File: src/source/isa_pkg.sv
`default_nettype none

package isa_pkg;

  localparam int XLEN = 32; // integer datapath width

  // major opcodes, instr[6:0]
  localparam logic [6:0] OPCODE_OP     = 7'b0110011;
  localparam logic [6:0] OPCODE_OP_IMM = 7'b0010011;
  localparam logic [6:0] OPCODE_LOAD   = 7'b0000011;

  // funct3 codes shared by OP and OP-IMM
  localparam logic [2:0] F3_ADD  = 3'b000;
  localparam logic [2:0] F3_SLL  = 3'b001;
  localparam logic [2:0] F3_SLT  = 3'b010;
  localparam logic [2:0] F3_SLTU = 3'b011;
  localparam logic [2:0] F3_XOR  = 3'b100;
  localparam logic [2:0] F3_SR   = 3'b101; // srl or sra, picked by funct7
  localparam logic [2:0] F3_OR   = 3'b110;
  localparam logic [2:0] F3_AND  = 3'b111;
  localparam logic [2:0] F3_LW   = 3'b010; // word load, the only width supported

  localparam logic [6:0] F7_BASE = 7'b0000000;
  localparam logic [6:0] F7_ALT  = 7'b0100000; // sub and sra

  typedef enum logic [3:0] {
    ALU_ADD, ALU_SUB, ALU_AND, ALU_OR, ALU_XOR,
    ALU_SLT, ALU_SLTU, ALU_SLL, ALU_SRL, ALU_SRA
  } alu_func_t;

  typedef enum logic [1:0] {
    OP_ALU_REG, OP_ALU_IMM, OP_LOAD, OP_ILLEGAL
  } op_class_t;

endpackage

`default_nettype wire

File: src/source/ooo_cfg_pkg.sv
`default_nettype none

package ooo_cfg_pkg;

  // architectural registers x0..x7
  localparam int NUM_REGS = 8;
  typedef logic [$clog2(NUM_REGS)-1:0] reg_ix_t;

  // reorder buffer, index wraps on its own at a power of two
  localparam int ROB_DEPTH = 8;
  typedef logic [$clog2(ROB_DEPTH)-1:0] rob_ix_t;

  localparam int LOAD_BUFFER_DEPTH = 3; // pending loads waiting on the memory port
  typedef logic [$clog2(LOAD_BUFFER_DEPTH)-1:0] lb_ix_t;

endpackage

`default_nettype wire

File: src/source/alu_exec.sv
`timescale 1ns/1ps
`default_nettype none

module alu_exec (
  input  wire                             clk_in,
  input  wire                             rst_in,
  input  wire                             alu_issue,
  input  wire  isa_pkg::alu_func_t        alu_func,
  input  wire  [isa_pkg::XLEN-1:0]        alu_op_a,
  input  wire  [isa_pkg::XLEN-1:0]        alu_op_b,
  input  wire  ooo_cfg_pkg::rob_ix_t      alu_rob_ix,
  output logic                            alu_wb_valid,
  output ooo_cfg_pkg::rob_ix_t            alu_wb_ix,
  output logic [isa_pkg::XLEN-1:0]        alu_wb_value
);

  logic [isa_pkg::XLEN-1:0] result;
  logic [4:0] shamt;

  assign shamt = alu_op_b[4:0]; // rv32 shifts ignore the upper bits

  always_comb begin
    case (alu_func)
      isa_pkg::ALU_ADD:  result = alu_op_a + alu_op_b;
      isa_pkg::ALU_SUB:  result = alu_op_a - alu_op_b;
      isa_pkg::ALU_AND:  result = alu_op_a & alu_op_b;
      isa_pkg::ALU_OR:   result = alu_op_a | alu_op_b;
      isa_pkg::ALU_XOR:  result = alu_op_a ^ alu_op_b;
      isa_pkg::ALU_SLT:  result = {31'b0, $signed(alu_op_a) < $signed(alu_op_b)};
      isa_pkg::ALU_SLTU: result = {31'b0, alu_op_a < alu_op_b};
      isa_pkg::ALU_SLL:  result = alu_op_a << shamt;
      isa_pkg::ALU_SRL:  result = alu_op_a >> shamt;
      isa_pkg::ALU_SRA:  result = $unsigned($signed(alu_op_a) >>> shamt); // keeps the sign
      default:           result = '0;
    endcase
  end

  // strobe only, the rob never refuses a write
  always_ff @(posedge clk_in) begin
    if (rst_in) alu_wb_valid <= 1'b0;
    else        alu_wb_valid <= alu_issue;
  end

  always_ff @(posedge clk_in) begin
    if (alu_issue) begin
      alu_wb_ix    <= alu_rob_ix;
      alu_wb_value <= result;
    end
  end

endmodule

`default_nettype wire

File: src/source/issue_decode.sv
`timescale 1ns/1ps
`default_nettype none

module issue_decode (
  input  wire                             clk_in,
  input  wire                             rst_in,
  input  wire                             instr_valid,
  input  wire  [31:0]                     instr,
  output logic                            instr_ready,
  input  wire                             rob_full,
  input  wire                             lb_ready,
  input  wire  ooo_cfg_pkg::rob_ix_t      alloc_ix,
  output logic                            alloc_valid,
  output ooo_cfg_pkg::reg_ix_t            alloc_rd,
  output logic                            alloc_has_dest,
  output logic                            alu_issue,
  output isa_pkg::alu_func_t              alu_func,
  output logic [isa_pkg::XLEN-1:0]        alu_op_a,
  output logic [isa_pkg::XLEN-1:0]        alu_op_b,
  output ooo_cfg_pkg::rob_ix_t            alu_rob_ix,
  output logic                            ld_issue,
  output logic [isa_pkg::XLEN-1:0]        ld_addr,
  output ooo_cfg_pkg::rob_ix_t            ld_rob_ix,
  input  wire                             commit_valid,
  input  wire  ooo_cfg_pkg::reg_ix_t      commit_rd,
  input  wire  [isa_pkg::XLEN-1:0]        commit_value
);

  logic [6:0] opcode;
  logic [2:0] funct3;
  logic [6:0] funct7;
  logic [4:0] rd_f;
  logic [4:0] rs1_f;
  logic [4:0] rs2_f;
  logic [isa_pkg::XLEN-1:0] imm;
  isa_pkg::op_class_t op_class;
  isa_pkg::alu_func_t func;
  ooo_cfg_pkg::reg_ix_t rd;
  ooo_cfg_pkg::reg_ix_t rs1;
  ooo_cfg_pkg::reg_ix_t rs2;
  logic uses_rs1;
  logic uses_rs2;
  logic is_load;
  logic accept;

  logic [isa_pkg::XLEN-1:0] regs [ooo_cfg_pkg::NUM_REGS];
  logic [ooo_cfg_pkg::NUM_REGS-1:0] busy; // a write to this register is still in flight
  ooo_cfg_pkg::rob_ix_t owner [ooo_cfg_pkg::NUM_REGS]; // newest writer of each register
  ooo_cfg_pkg::rob_ix_t commit_ix; // tracks the rob head, commits are in order

  assign opcode = instr[6:0];
  assign rd_f   = instr[11:7];
  assign funct3 = instr[14:12];
  assign rs1_f  = instr[19:15];
  assign rs2_f  = instr[24:20];
  assign funct7 = instr[31:25];
  assign imm    = {{(isa_pkg::XLEN-12){instr[31]}}, instr[31:20]}; // i-type, sign extended
  assign rd     = rd_f[2:0];
  assign rs1    = rs1_f[2:0];
  assign rs2    = rs2_f[2:0];

  always_comb begin
    op_class = isa_pkg::OP_ILLEGAL;
    case (opcode)
      isa_pkg::OPCODE_OP: begin
        if (funct7 == isa_pkg::F7_BASE || (funct7 == isa_pkg::F7_ALT &&
            (funct3 == isa_pkg::F3_ADD || funct3 == isa_pkg::F3_SR)))
          op_class = isa_pkg::OP_ALU_REG;
      end
      isa_pkg::OPCODE_OP_IMM: begin
        // shift immediates carry a funct7 in imm[11:5]
        if ((funct3 != isa_pkg::F3_SLL && funct3 != isa_pkg::F3_SR) ||
            funct7 == isa_pkg::F7_BASE ||
            (funct3 == isa_pkg::F3_SR && funct7 == isa_pkg::F7_ALT))
          op_class = isa_pkg::OP_ALU_IMM;
      end
      isa_pkg::OPCODE_LOAD: if (funct3 == isa_pkg::F3_LW) op_class = isa_pkg::OP_LOAD;
      default: ;
    endcase
    // only x0..x7 exist, so the top two bits of each register field must be clear
    if (rd_f[4:3] != 2'b00 || rs1_f[4:3] != 2'b00 ||
        (op_class == isa_pkg::OP_ALU_REG && rs2_f[4:3] != 2'b00))
      op_class = isa_pkg::OP_ILLEGAL;
  end

  always_comb begin
    case (funct3)
      isa_pkg::F3_ADD: func = (op_class == isa_pkg::OP_ALU_REG && funct7 == isa_pkg::F7_ALT)
                              ? isa_pkg::ALU_SUB : isa_pkg::ALU_ADD; // no subi
      isa_pkg::F3_SLL:  func = isa_pkg::ALU_SLL;
      isa_pkg::F3_SLT:  func = isa_pkg::ALU_SLT;
      isa_pkg::F3_SLTU: func = isa_pkg::ALU_SLTU;
      isa_pkg::F3_XOR:  func = isa_pkg::ALU_XOR;
      isa_pkg::F3_SR:   func = (funct7 == isa_pkg::F7_ALT) ? isa_pkg::ALU_SRA : isa_pkg::ALU_SRL;
      isa_pkg::F3_OR:   func = isa_pkg::ALU_OR;
      default:          func = isa_pkg::ALU_AND;
    endcase
    if (op_class == isa_pkg::OP_ILLEGAL) func = isa_pkg::ALU_ADD; // 0 + 0 just to fill the slot
  end

  assign uses_rs1 = op_class != isa_pkg::OP_ILLEGAL;
  assign uses_rs2 = op_class == isa_pkg::OP_ALU_REG;
  assign is_load  = op_class == isa_pkg::OP_LOAD;

  // no forwarding, a busy source waits for its producer to commit
  assign instr_ready = !rob_full && !(uses_rs1 && busy[rs1]) && !(uses_rs2 && busy[rs2]) &&
                       (!is_load || lb_ready);
  assign accept = instr_valid && instr_ready;

  assign alloc_valid    = accept;
  assign alloc_has_dest = op_class != isa_pkg::OP_ILLEGAL;
  assign alloc_rd       = alloc_has_dest ? rd : '0;

  assign alu_issue  = accept && !is_load; // illegal ones ride the alu too
  assign alu_func   = func;
  assign alu_op_a   = uses_rs1 ? regs[rs1] : '0;
  assign alu_op_b   = uses_rs2 ? regs[rs2] : (op_class == isa_pkg::OP_ALU_IMM ? imm : '0);
  assign alu_rob_ix = alloc_ix;

  assign ld_issue  = accept && is_load;
  assign ld_addr   = regs[rs1] + imm;
  assign ld_rob_ix = alloc_ix;

  always_ff @(posedge clk_in) begin
    if (rst_in) begin
      busy      <= '0;
      commit_ix <= '0;
      for (int i = 0; i < ooo_cfg_pkg::NUM_REGS; i++) begin
        regs[i] <= '0;
      end
    end else begin
      if (commit_valid) begin
        commit_ix <= commit_ix + 1'b1;
        if (commit_rd != '0) regs[commit_rd] <= commit_value; // x0 writes are dropped
        // a newer writer keeps the register busy
        if (owner[commit_rd] == commit_ix) busy[commit_rd] <= 1'b0;
      end
      if (accept && alloc_has_dest && rd != '0) busy[rd] <= 1'b1; // wins over a same-edge clear
    end
  end

  always_ff @(posedge clk_in) begin
    if (accept && alloc_has_dest && rd != '0) owner[rd] <= alloc_ix;
  end

  // every committing writer still finds its register marked busy
  a_commit_busy: assert property (@(posedge clk_in) disable iff (rst_in)
    commit_valid && commit_rd != '0 |-> busy[commit_rd]);

endmodule

`default_nettype wire

File: src/source/load_buffer.sv
`timescale 1ns/1ps
`default_nettype none

module load_buffer (
  input  wire                             clk_in,
  input  wire                             rst_in,
  input  wire                             ld_issue,
  input  wire  [isa_pkg::XLEN-1:0]        ld_addr,
  input  wire  ooo_cfg_pkg::rob_ix_t      ld_rob_ix,
  output logic                            lb_ready,
  output logic                            mem_req,
  output logic [isa_pkg::XLEN-1:0]        mem_addr,
  input  wire                             mem_rvalid,
  input  wire  [isa_pkg::XLEN-1:0]        mem_rdata,
  output logic                            ld_wb_valid,
  output ooo_cfg_pkg::rob_ix_t            ld_wb_ix,
  output logic [isa_pkg::XLEN-1:0]        ld_wb_value
);

  logic [ooo_cfg_pkg::LOAD_BUFFER_DEPTH-1:0] occupied;
  logic [isa_pkg::XLEN-1:0] row_addr [ooo_cfg_pkg::LOAD_BUFFER_DEPTH];
  ooo_cfg_pkg::rob_ix_t row_rob_ix [ooo_cfg_pkg::LOAD_BUFFER_DEPTH];
  ooo_cfg_pkg::lb_ix_t row_age [ooo_cfg_pkg::LOAD_BUFFER_DEPTH]; // 0 is the oldest row
  logic out_valid; // a request sits at memory
  ooo_cfg_pkg::lb_ix_t out_row;
  ooo_cfg_pkg::lb_ix_t open_row;
  ooo_cfg_pkg::lb_ix_t oldest_row;
  ooo_cfg_pkg::lb_ix_t occ_count;

  always_comb begin
    open_row = '0;
    for (int i = ooo_cfg_pkg::LOAD_BUFFER_DEPTH - 1; i >= 0; i--) begin
      if (!occupied[i]) open_row = ooo_cfg_pkg::lb_ix_t'(i); // lowest open row wins
    end
    oldest_row = '0;
    for (int i = 0; i < ooo_cfg_pkg::LOAD_BUFFER_DEPTH; i++) begin
      if (occupied[i] && row_age[i] == '0) oldest_row = ooo_cfg_pkg::lb_ix_t'(i);
    end
    occ_count = ooo_cfg_pkg::lb_ix_t'($countones(occupied));
  end

  assign lb_ready = !(&occupied);
  // one request at a time, and it is always the oldest row
  assign mem_req  = !out_valid && (|occupied);
  assign mem_addr = row_addr[oldest_row];

  always_ff @(posedge clk_in) begin
    if (rst_in) begin
      occupied    <= '0;
      out_valid   <= 1'b0;
      ld_wb_valid <= 1'b0;
    end else begin
      ld_wb_valid <= mem_rvalid; // result goes to the rob one cycle after the response
      if (mem_req) out_valid <= 1'b1;
      if (mem_rvalid) begin
        out_valid         <= 1'b0;
        occupied[out_row] <= 1'b0;
      end
      if (ld_issue) occupied[open_row] <= 1'b1;
    end
  end

  always_ff @(posedge clk_in) begin
    if (mem_req) out_row <= oldest_row;
    if (mem_rvalid) begin
      ld_wb_ix    <= row_rob_ix[out_row];
      ld_wb_value <= mem_rdata;
      // the row leaving is age 0, so every other row moves up one place
      for (int i = 0; i < ooo_cfg_pkg::LOAD_BUFFER_DEPTH; i++) begin
        if (occupied[i] && row_age[i] != '0) row_age[i] <= row_age[i] - 1'b1;
      end
    end
    if (ld_issue) begin
      row_addr[open_row]   <= ld_addr;
      row_rob_ix[open_row] <= ld_rob_ix;
      row_age[open_row]    <= occ_count - {1'b0, mem_rvalid}; // youngest
    end
  end

  a_no_issue_full: assert property (@(posedge clk_in) disable iff (rst_in)
    ld_issue |-> !(&occupied));

  // memory answers only what was asked, once
  a_rvalid_outstanding: assert property (@(posedge clk_in) disable iff (rst_in)
    mem_rvalid |-> out_valid);

endmodule

`default_nettype wire

File: src/source/ooo_top.sv
`timescale 1ns/1ps
`default_nettype none

module ooo_top (
  input  wire                             clk_in,
  input  wire                             rst_in,
  input  wire                             instr_valid,
  input  wire  [31:0]                     instr,
  output logic                            instr_ready,
  output logic                            mem_req,
  output logic [isa_pkg::XLEN-1:0]        mem_addr,
  input  wire                             mem_rvalid,
  input  wire  [isa_pkg::XLEN-1:0]        mem_rdata,
  output logic                            commit_valid,
  output ooo_cfg_pkg::reg_ix_t            commit_rd,
  output logic [isa_pkg::XLEN-1:0]        commit_value
);

  // decode to rob
  logic                     alloc_valid;
  ooo_cfg_pkg::reg_ix_t     alloc_rd;
  logic                     alloc_has_dest;
  ooo_cfg_pkg::rob_ix_t     alloc_ix;
  logic                     rob_full;
  // decode to alu
  logic                     alu_issue;
  isa_pkg::alu_func_t       alu_func;
  logic [isa_pkg::XLEN-1:0] alu_op_a;
  logic [isa_pkg::XLEN-1:0] alu_op_b;
  ooo_cfg_pkg::rob_ix_t     alu_rob_ix;
  // decode to load buffer
  logic                     ld_issue;
  logic [isa_pkg::XLEN-1:0] ld_addr;
  ooo_cfg_pkg::rob_ix_t     ld_rob_ix;
  logic                     lb_ready;
  // result write ports into the rob
  logic                     alu_wb_valid;
  ooo_cfg_pkg::rob_ix_t     alu_wb_ix;
  logic [isa_pkg::XLEN-1:0] alu_wb_value;
  logic                     ld_wb_valid;
  ooo_cfg_pkg::rob_ix_t     ld_wb_ix;
  logic [isa_pkg::XLEN-1:0] ld_wb_value;

  issue_decode decode_i (
    .clk_in(clk_in), .rst_in(rst_in),
    .instr_valid(instr_valid), .instr(instr), .instr_ready(instr_ready),
    .rob_full(rob_full), .lb_ready(lb_ready), .alloc_ix(alloc_ix),
    .alloc_valid(alloc_valid), .alloc_rd(alloc_rd), .alloc_has_dest(alloc_has_dest),
    .alu_issue(alu_issue), .alu_func(alu_func), .alu_op_a(alu_op_a),
    .alu_op_b(alu_op_b), .alu_rob_ix(alu_rob_ix),
    .ld_issue(ld_issue), .ld_addr(ld_addr), .ld_rob_ix(ld_rob_ix),
    .commit_valid(commit_valid), .commit_rd(commit_rd), .commit_value(commit_value)
  );

  alu_exec alu_i (
    .clk_in(clk_in), .rst_in(rst_in),
    .alu_issue(alu_issue), .alu_func(alu_func), .alu_op_a(alu_op_a),
    .alu_op_b(alu_op_b), .alu_rob_ix(alu_rob_ix),
    .alu_wb_valid(alu_wb_valid), .alu_wb_ix(alu_wb_ix), .alu_wb_value(alu_wb_value)
  );

  load_buffer lb_i (
    .clk_in(clk_in), .rst_in(rst_in),
    .ld_issue(ld_issue), .ld_addr(ld_addr), .ld_rob_ix(ld_rob_ix), .lb_ready(lb_ready),
    .mem_req(mem_req), .mem_addr(mem_addr), .mem_rvalid(mem_rvalid), .mem_rdata(mem_rdata),
    .ld_wb_valid(ld_wb_valid), .ld_wb_ix(ld_wb_ix), .ld_wb_value(ld_wb_value)
  );

  // commit port goes straight out and back into decode
  reorder_buffer rob_i (
    .clk_in(clk_in), .rst_in(rst_in),
    .alloc_valid(alloc_valid), .alloc_rd(alloc_rd), .alloc_has_dest(alloc_has_dest),
    .alloc_ix(alloc_ix), .rob_full(rob_full),
    .alu_wb_valid(alu_wb_valid), .alu_wb_ix(alu_wb_ix), .alu_wb_value(alu_wb_value),
    .ld_wb_valid(ld_wb_valid), .ld_wb_ix(ld_wb_ix), .ld_wb_value(ld_wb_value),
    .commit_valid(commit_valid), .commit_rd(commit_rd), .commit_value(commit_value)
  );

endmodule

`default_nettype wire

File: src/source/reorder_buffer.sv
`timescale 1ns/1ps
`default_nettype none

module reorder_buffer (
  input  wire                             clk_in,
  input  wire                             rst_in,
  input  wire                             alloc_valid,
  input  wire  ooo_cfg_pkg::reg_ix_t      alloc_rd,
  input  wire                             alloc_has_dest,
  output ooo_cfg_pkg::rob_ix_t            alloc_ix,
  output logic                            rob_full,
  input  wire                             alu_wb_valid,
  input  wire  ooo_cfg_pkg::rob_ix_t      alu_wb_ix,
  input  wire  [isa_pkg::XLEN-1:0]        alu_wb_value,
  input  wire                             ld_wb_valid,
  input  wire  ooo_cfg_pkg::rob_ix_t      ld_wb_ix,
  input  wire  [isa_pkg::XLEN-1:0]        ld_wb_value,
  output logic                            commit_valid,
  output ooo_cfg_pkg::reg_ix_t            commit_rd,
  output logic [isa_pkg::XLEN-1:0]        commit_value
);

  logic [ooo_cfg_pkg::ROB_DEPTH-1:0] done; // result has been written
  logic [ooo_cfg_pkg::ROB_DEPTH-1:0] ent_has_dest;
  ooo_cfg_pkg::reg_ix_t ent_rd [ooo_cfg_pkg::ROB_DEPTH];
  logic [isa_pkg::XLEN-1:0] ent_value [ooo_cfg_pkg::ROB_DEPTH];
  ooo_cfg_pkg::rob_ix_t head; // oldest instruction
  ooo_cfg_pkg::rob_ix_t tail; // next free entry
  logic [$clog2(ooo_cfg_pkg::ROB_DEPTH):0] count;
  ooo_cfg_pkg::rob_ix_t alu_off;
  ooo_cfg_pkg::rob_ix_t ld_off;

  assign rob_full = count == ooo_cfg_pkg::ROB_DEPTH;
  assign alloc_ix = tail;

  // head retires as soon as its result is in, strictly in program order
  assign commit_valid = count != '0 && done[head];
  assign commit_rd    = ent_has_dest[head] ? ent_rd[head] : '0;
  assign commit_value = ent_value[head];

  always_ff @(posedge clk_in) begin
    if (rst_in) begin
      done  <= '0;
      head  <= '0;
      tail  <= '0;
      count <= '0;
    end else begin
      if (alu_wb_valid) done[alu_wb_ix] <= 1'b1;
      if (ld_wb_valid)  done[ld_wb_ix]  <= 1'b1;
      if (commit_valid) begin
        done[head] <= 1'b0;
        head       <= head + 1'b1;
      end
      if (alloc_valid) begin
        done[tail] <= 1'b0;
        tail       <= tail + 1'b1;
      end
      case ({alloc_valid, commit_valid})
        2'b10:   count <= count + 1'b1;
        2'b01:   count <= count - 1'b1;
        default: ;
      endcase
    end
  end

  always_ff @(posedge clk_in) begin
    if (alloc_valid) begin
      ent_rd[tail]       <= alloc_rd;
      ent_has_dest[tail] <= alloc_has_dest;
    end
    if (alu_wb_valid) ent_value[alu_wb_ix] <= alu_wb_value;
    if (ld_wb_valid)  ent_value[ld_wb_ix]  <= ld_wb_value;
  end

  // distance from head, inside count means the entry is live
  assign alu_off = alu_wb_ix - head;
  assign ld_off  = ld_wb_ix - head;

  a_alu_wb_live: assert property (@(posedge clk_in) disable iff (rst_in)
    alu_wb_valid |-> ({1'b0, alu_off} < count));

  a_ld_wb_live: assert property (@(posedge clk_in) disable iff (rst_in)
    ld_wb_valid |-> ({1'b0, ld_off} < count));

  a_wb_distinct: assert property (@(posedge clk_in) disable iff (rst_in)
    !(alu_wb_valid && ld_wb_valid && alu_wb_ix == ld_wb_ix));

endmodule

`default_nettype wire

File: config.mk
export PLATFORM = sky130hd
export DESIGN_NAME = ooo_top
export DESIGN_NICKNAME = d
export VERILOG_FILES = /design/src/source/isa_pkg.sv /design/src/source/ooo_cfg_pkg.sv /design/src/source/alu_exec.sv /design/src/source/issue_decode.sv /design/src/source/load_buffer.sv /design/src/source/ooo_top.sv /design/src/source/reorder_buffer.sv
export SDC_FILE = /design/constraint.sdc
export NUM_CORES = 2
export LEC_CHECK = 0
export ABC_AREA = 1
export CORE_ASPECT_RATIO = 0.75
export CORE_MARGIN = 3
export CORE_UTILIZATION = 50
export CTS_BUF_LIST = sky130_fd_sc_hd__clkbuf_4 sky130_fd_sc_hd__clkbuf_8
export CTS_CLUSTER_DIAMETER = 100
export DETAILED_ROUTE_END_ITERATION = 8
export DONT_BUFFER_PORTS = 1
export GPL_ROUTABILITY_DRIVEN = 0
export MAX_ROUTING_LAYER = met4
export PLACE_DENSITY = 0.71
export SYNTH_ARGS = -nofsm -noshare
export SYNTH_HDL_FRONTEND = slang
export SYNTH_SLANG_ARGS = --single-unit
export TNS_END_PERCENT = 50
File: constraint.sdc
create_clock -name clk_in -period 8.1 [get_ports clk_in]
set_clock_uncertainty 0.05 [all_clocks]
set_input_delay 1.62 -clock clk_in [delete_from_list [all_inputs] [get_ports clk_in]]
set_output_delay 1.62 -clock clk_in [all_outputs]
set_load 0.1 [all_outputs]
==> results.ini <==
[outcome]
status=finished, violations left
violations=design-rule violations

[timing]
hold_slack_ns=0.4203
relSlewSlack=0.1925
finalCritPeriodShare=0.7598
tightest_slew_ns=1.208
hold_viol_final=0
finalSetupTns_ns=0
drv_slew=0
fmax_ghz=0.1625
setup_viol=0
period_needed_ns=6.155
rsz0062_at_grt=false

[finish]
finalNonFillerCells=7688
post-route-util=0.5449
final_common_cell=nand2_1
fin_nets=6471
syn2layout_area_growth_pct=7.654
final_cell_mix=1683 x nand2_1, 749 x edfxtp_1, 710 x o21ai_0
drive_above_1_share=0.07510

[die]
fp.dieH_microns=278.4
core-area_sq_mm=0.09773
io_pins=138
rows=99
die_w_microns=369.2
start_util=0.5062
die-area_sq_mm=0.1028

[run]
drv_cap=0

[synth]
avgSynthCellArea_sq_um=7.739
synth_ff_type=edfxtp_1
synth_cells=6392
syn-cell-area_sq_mm=0.04947
yosysWarnings=0
synth_seq_cells=787
yosysSeqAreaShare=0.4700
async_flop_share=0
synth_edf_count=749
synth_cell_type_count=67

[critical_path]
worstPathArrival_ns=6.65
worstReg2RegEnd=decode_i.regs[4][22]$_SDFFCE_PN0P_
slowest_delay_ns=0.53
critPathBufInv=7
r2r_cells=10
cp_data_required_time_ns=8.60
worst_path_dominant_cell_family=simple AND/OR/NAND/NOR gates
cp-start-kind=primary input
end_kind=flip-flop
cp_common_cell=nand2_1
slowest_stage=o21ai_1
path_max_fanout=27
r2r_slack_ns=2.95
worstSetupPathType=primary input to flip-flop

[global_routing]
grt_pass1_vias=41860
grt_max_degree=196
grt_pass1_wl_mm=259.2
grt_antenna_before_repair=7
grt_usage=0.3412
overflow=0

[routing]
drt-total-wl_mm=175.1
first_pass_iters=9
num_vias=46830
drc=42
drtAntennaViolNets=0
wl_per_cell_microns=22.78
dr.first_iter.drc_count=7840
vias_per_cell=6.091

[power_and_ir_drop]
power_density_mw_per_mm2=186.6
peakVddDrop_v=0.0001191
p_leak_uw=0.02285

[clock_tree]
cts_inserted_buffers=130
cts_resized=0
clock_tree.buffer_depth=3
htree_levels=4
cts_tree=built
clk_pin_slew_ns=0.06
post_cts_buffers=0
clkLatencyLatePin_ns=0.85
clock-sinks=787
cts_root_buf=clkbuf_8
cts_hold_buf=0

[placed_design]
dpl.hpwl_mm=117.5
port_buffers=0
dpl.cell_count=7444

[min_path]
worst_hold_path.num_cells=2
hold_start=decode_i.busy[4]$_SDFF_PP0_
worstHoldPathType=flip-flop to flip-flop
hold_path_end=decode_i.busy[4]$_SDFF_PP0_

## cells in the mapped netlist, types with 19 or more instances
cell type / n / area share
nand2_1: 1702 / 0.13
clkbuf_1: 270 / 0.020
nor3_1: 37 / 0.0037
o211ai_1: 21 / 0.0032
a21oi_1: 331 / 0.033
dfxtp_1: 38 / 0.015
xor2_1: 33 / 0.0058
ha_1: 136 / 0.034
a31oi_1: 40 / 0.0051
edfxtp_1: 749 / 0.45
buf_1: 22 / 0.0017
buf_2: 55 / 0.0056
o21ai_1: 45 / 0.0046
nand3_1: 568 / 0.057
clkbuf_2: 32 / 0.0032
o22ai_1: 88 / 0.011
nand2_2: 19 / 0.0024
inv_1: 521 / 0.040
nand4_1: 35 / 0.0044
nor2_1: 683 / 0.052
inv_2: 26 / 0.0020
o21ai_0: 744 / 0.075
## how the worst max path moves through the flow
stage                                       startpoint                                    to  slack (ns)  cells past startpoint
after global routing                         instr[29]  alu_i.alu_wb_value[19]$_SDFFCE_PN0P_        1.51                     29
after CTS                 lb_i.row_age[2][0]$_DFFE_PP_                           mem_addr[1]        1.92                      9
after detailed placement                     instr[31]  alu_i.alu_wb_value[19]$_SDFFCE_PN0P_        1.37                     29
after floorplan                              instr[29]          alu_i.alu_wb_ix[0]$_DFFE_PP_        2.27                     15
final                                        instr[29]  alu_i.alu_wb_value[19]$_SDFFCE_PN0P_        1.95                     29
after global placement                       instr[31]  alu_i.alu_wb_value[19]$_SDFFCE_PN0P_        1.49                     29
## power breakdown
part / internal [uW] / switching, uW / total [uW] / leakage [uW]
Clock: 1960 / 1720 / 3680 / 0.00139
Combinational: 338 / 1200 / 1530 / 0.0139
Sequential: 4630 / 94.4 / 4730 / 0.00751
## state kept, by name, summed over array words and instances (netlist names), 3 cells and up, named ones only
signal	flops
lb_i.occupied	3
rob_i.head	3
lb_i.row_addr	96
lb_i.row_age	4
lb_i.row_rob_ix	9
decode_i.regs	256
rob_i.count	4
alu_i.alu_wb_value	32
rob_i.ent_rd	24
decode_i.commit_ix	3
decode_i.owner	24
decode_i.busy	8
rob_i.ent_value	256
rob_i.done	8
alu_i.alu_wb_ix	3
lb_i.ld_wb_value	32
lb_i.ld_wb_ix	3
rob_i.alloc_ix	3
rob_i.ent_has_dest	8
## worst register-to-register path, cell delays in order, from the launching register on
cell,delay [ns]
dfxtp_4,0.92
inv_4,0.45
o21ai_0,0.30
o22ai_1,0.10
nand2_1,0.07
nand2_1,0.06
nand2_1,0.37
inv_1,0.59
nand4_1,0.27
buf_4,0.54
nand2_2,0.83
## cell type report
class / count / area [sq um]
Sequential cell: 787 / 23260
Multi-Input combinational cell: 4690 / 22810
Clock inverter: 58 / 491.7
Clock buffer: 176 / 2178
Fill cell: 8892 / 44480
Tap cell: 1313 / 1643
Antenna cell: 10 / 25.02
Inverter: 553 / 2087
Timing Repair Buffer: 101 / 758.2
## layer usage
metal,vias to the layer above,GRT usage,share of wire
met3,632,0.09412,0.14
met1,21500,0.4533,0.39
met4,0,0.1973,0.066
met2,3411,0.4656,0.40
li1,21290,-,-
met5,-,-,0
## cells by family after synthesis
logic type                 synth area share
DFF                                  0.4700
adders and majority gates           0.03602
other                            0.00007581
AOI/OAI and AO/OA                    0.1466
xor gates and xnor gates           0.008321
and+or+nand+nor                      0.2598
buffers and inverters               0.07613
muxes                              0.003035
## metrics by stage
step	total power [uW]	cell area, sq um	setup WS (ns)
2_1_floorplan	5801	49600	2.275
3_3_place_gp	6280	50560	1.488
3_5_place_dp	6304	50560	1.374
4_1_cts	9934	53230	1.915
5_1_grt	10270	53250	1.513
6_report	9939	53250	1.945
Note: power is estimated with default switching activity, not from simulation.
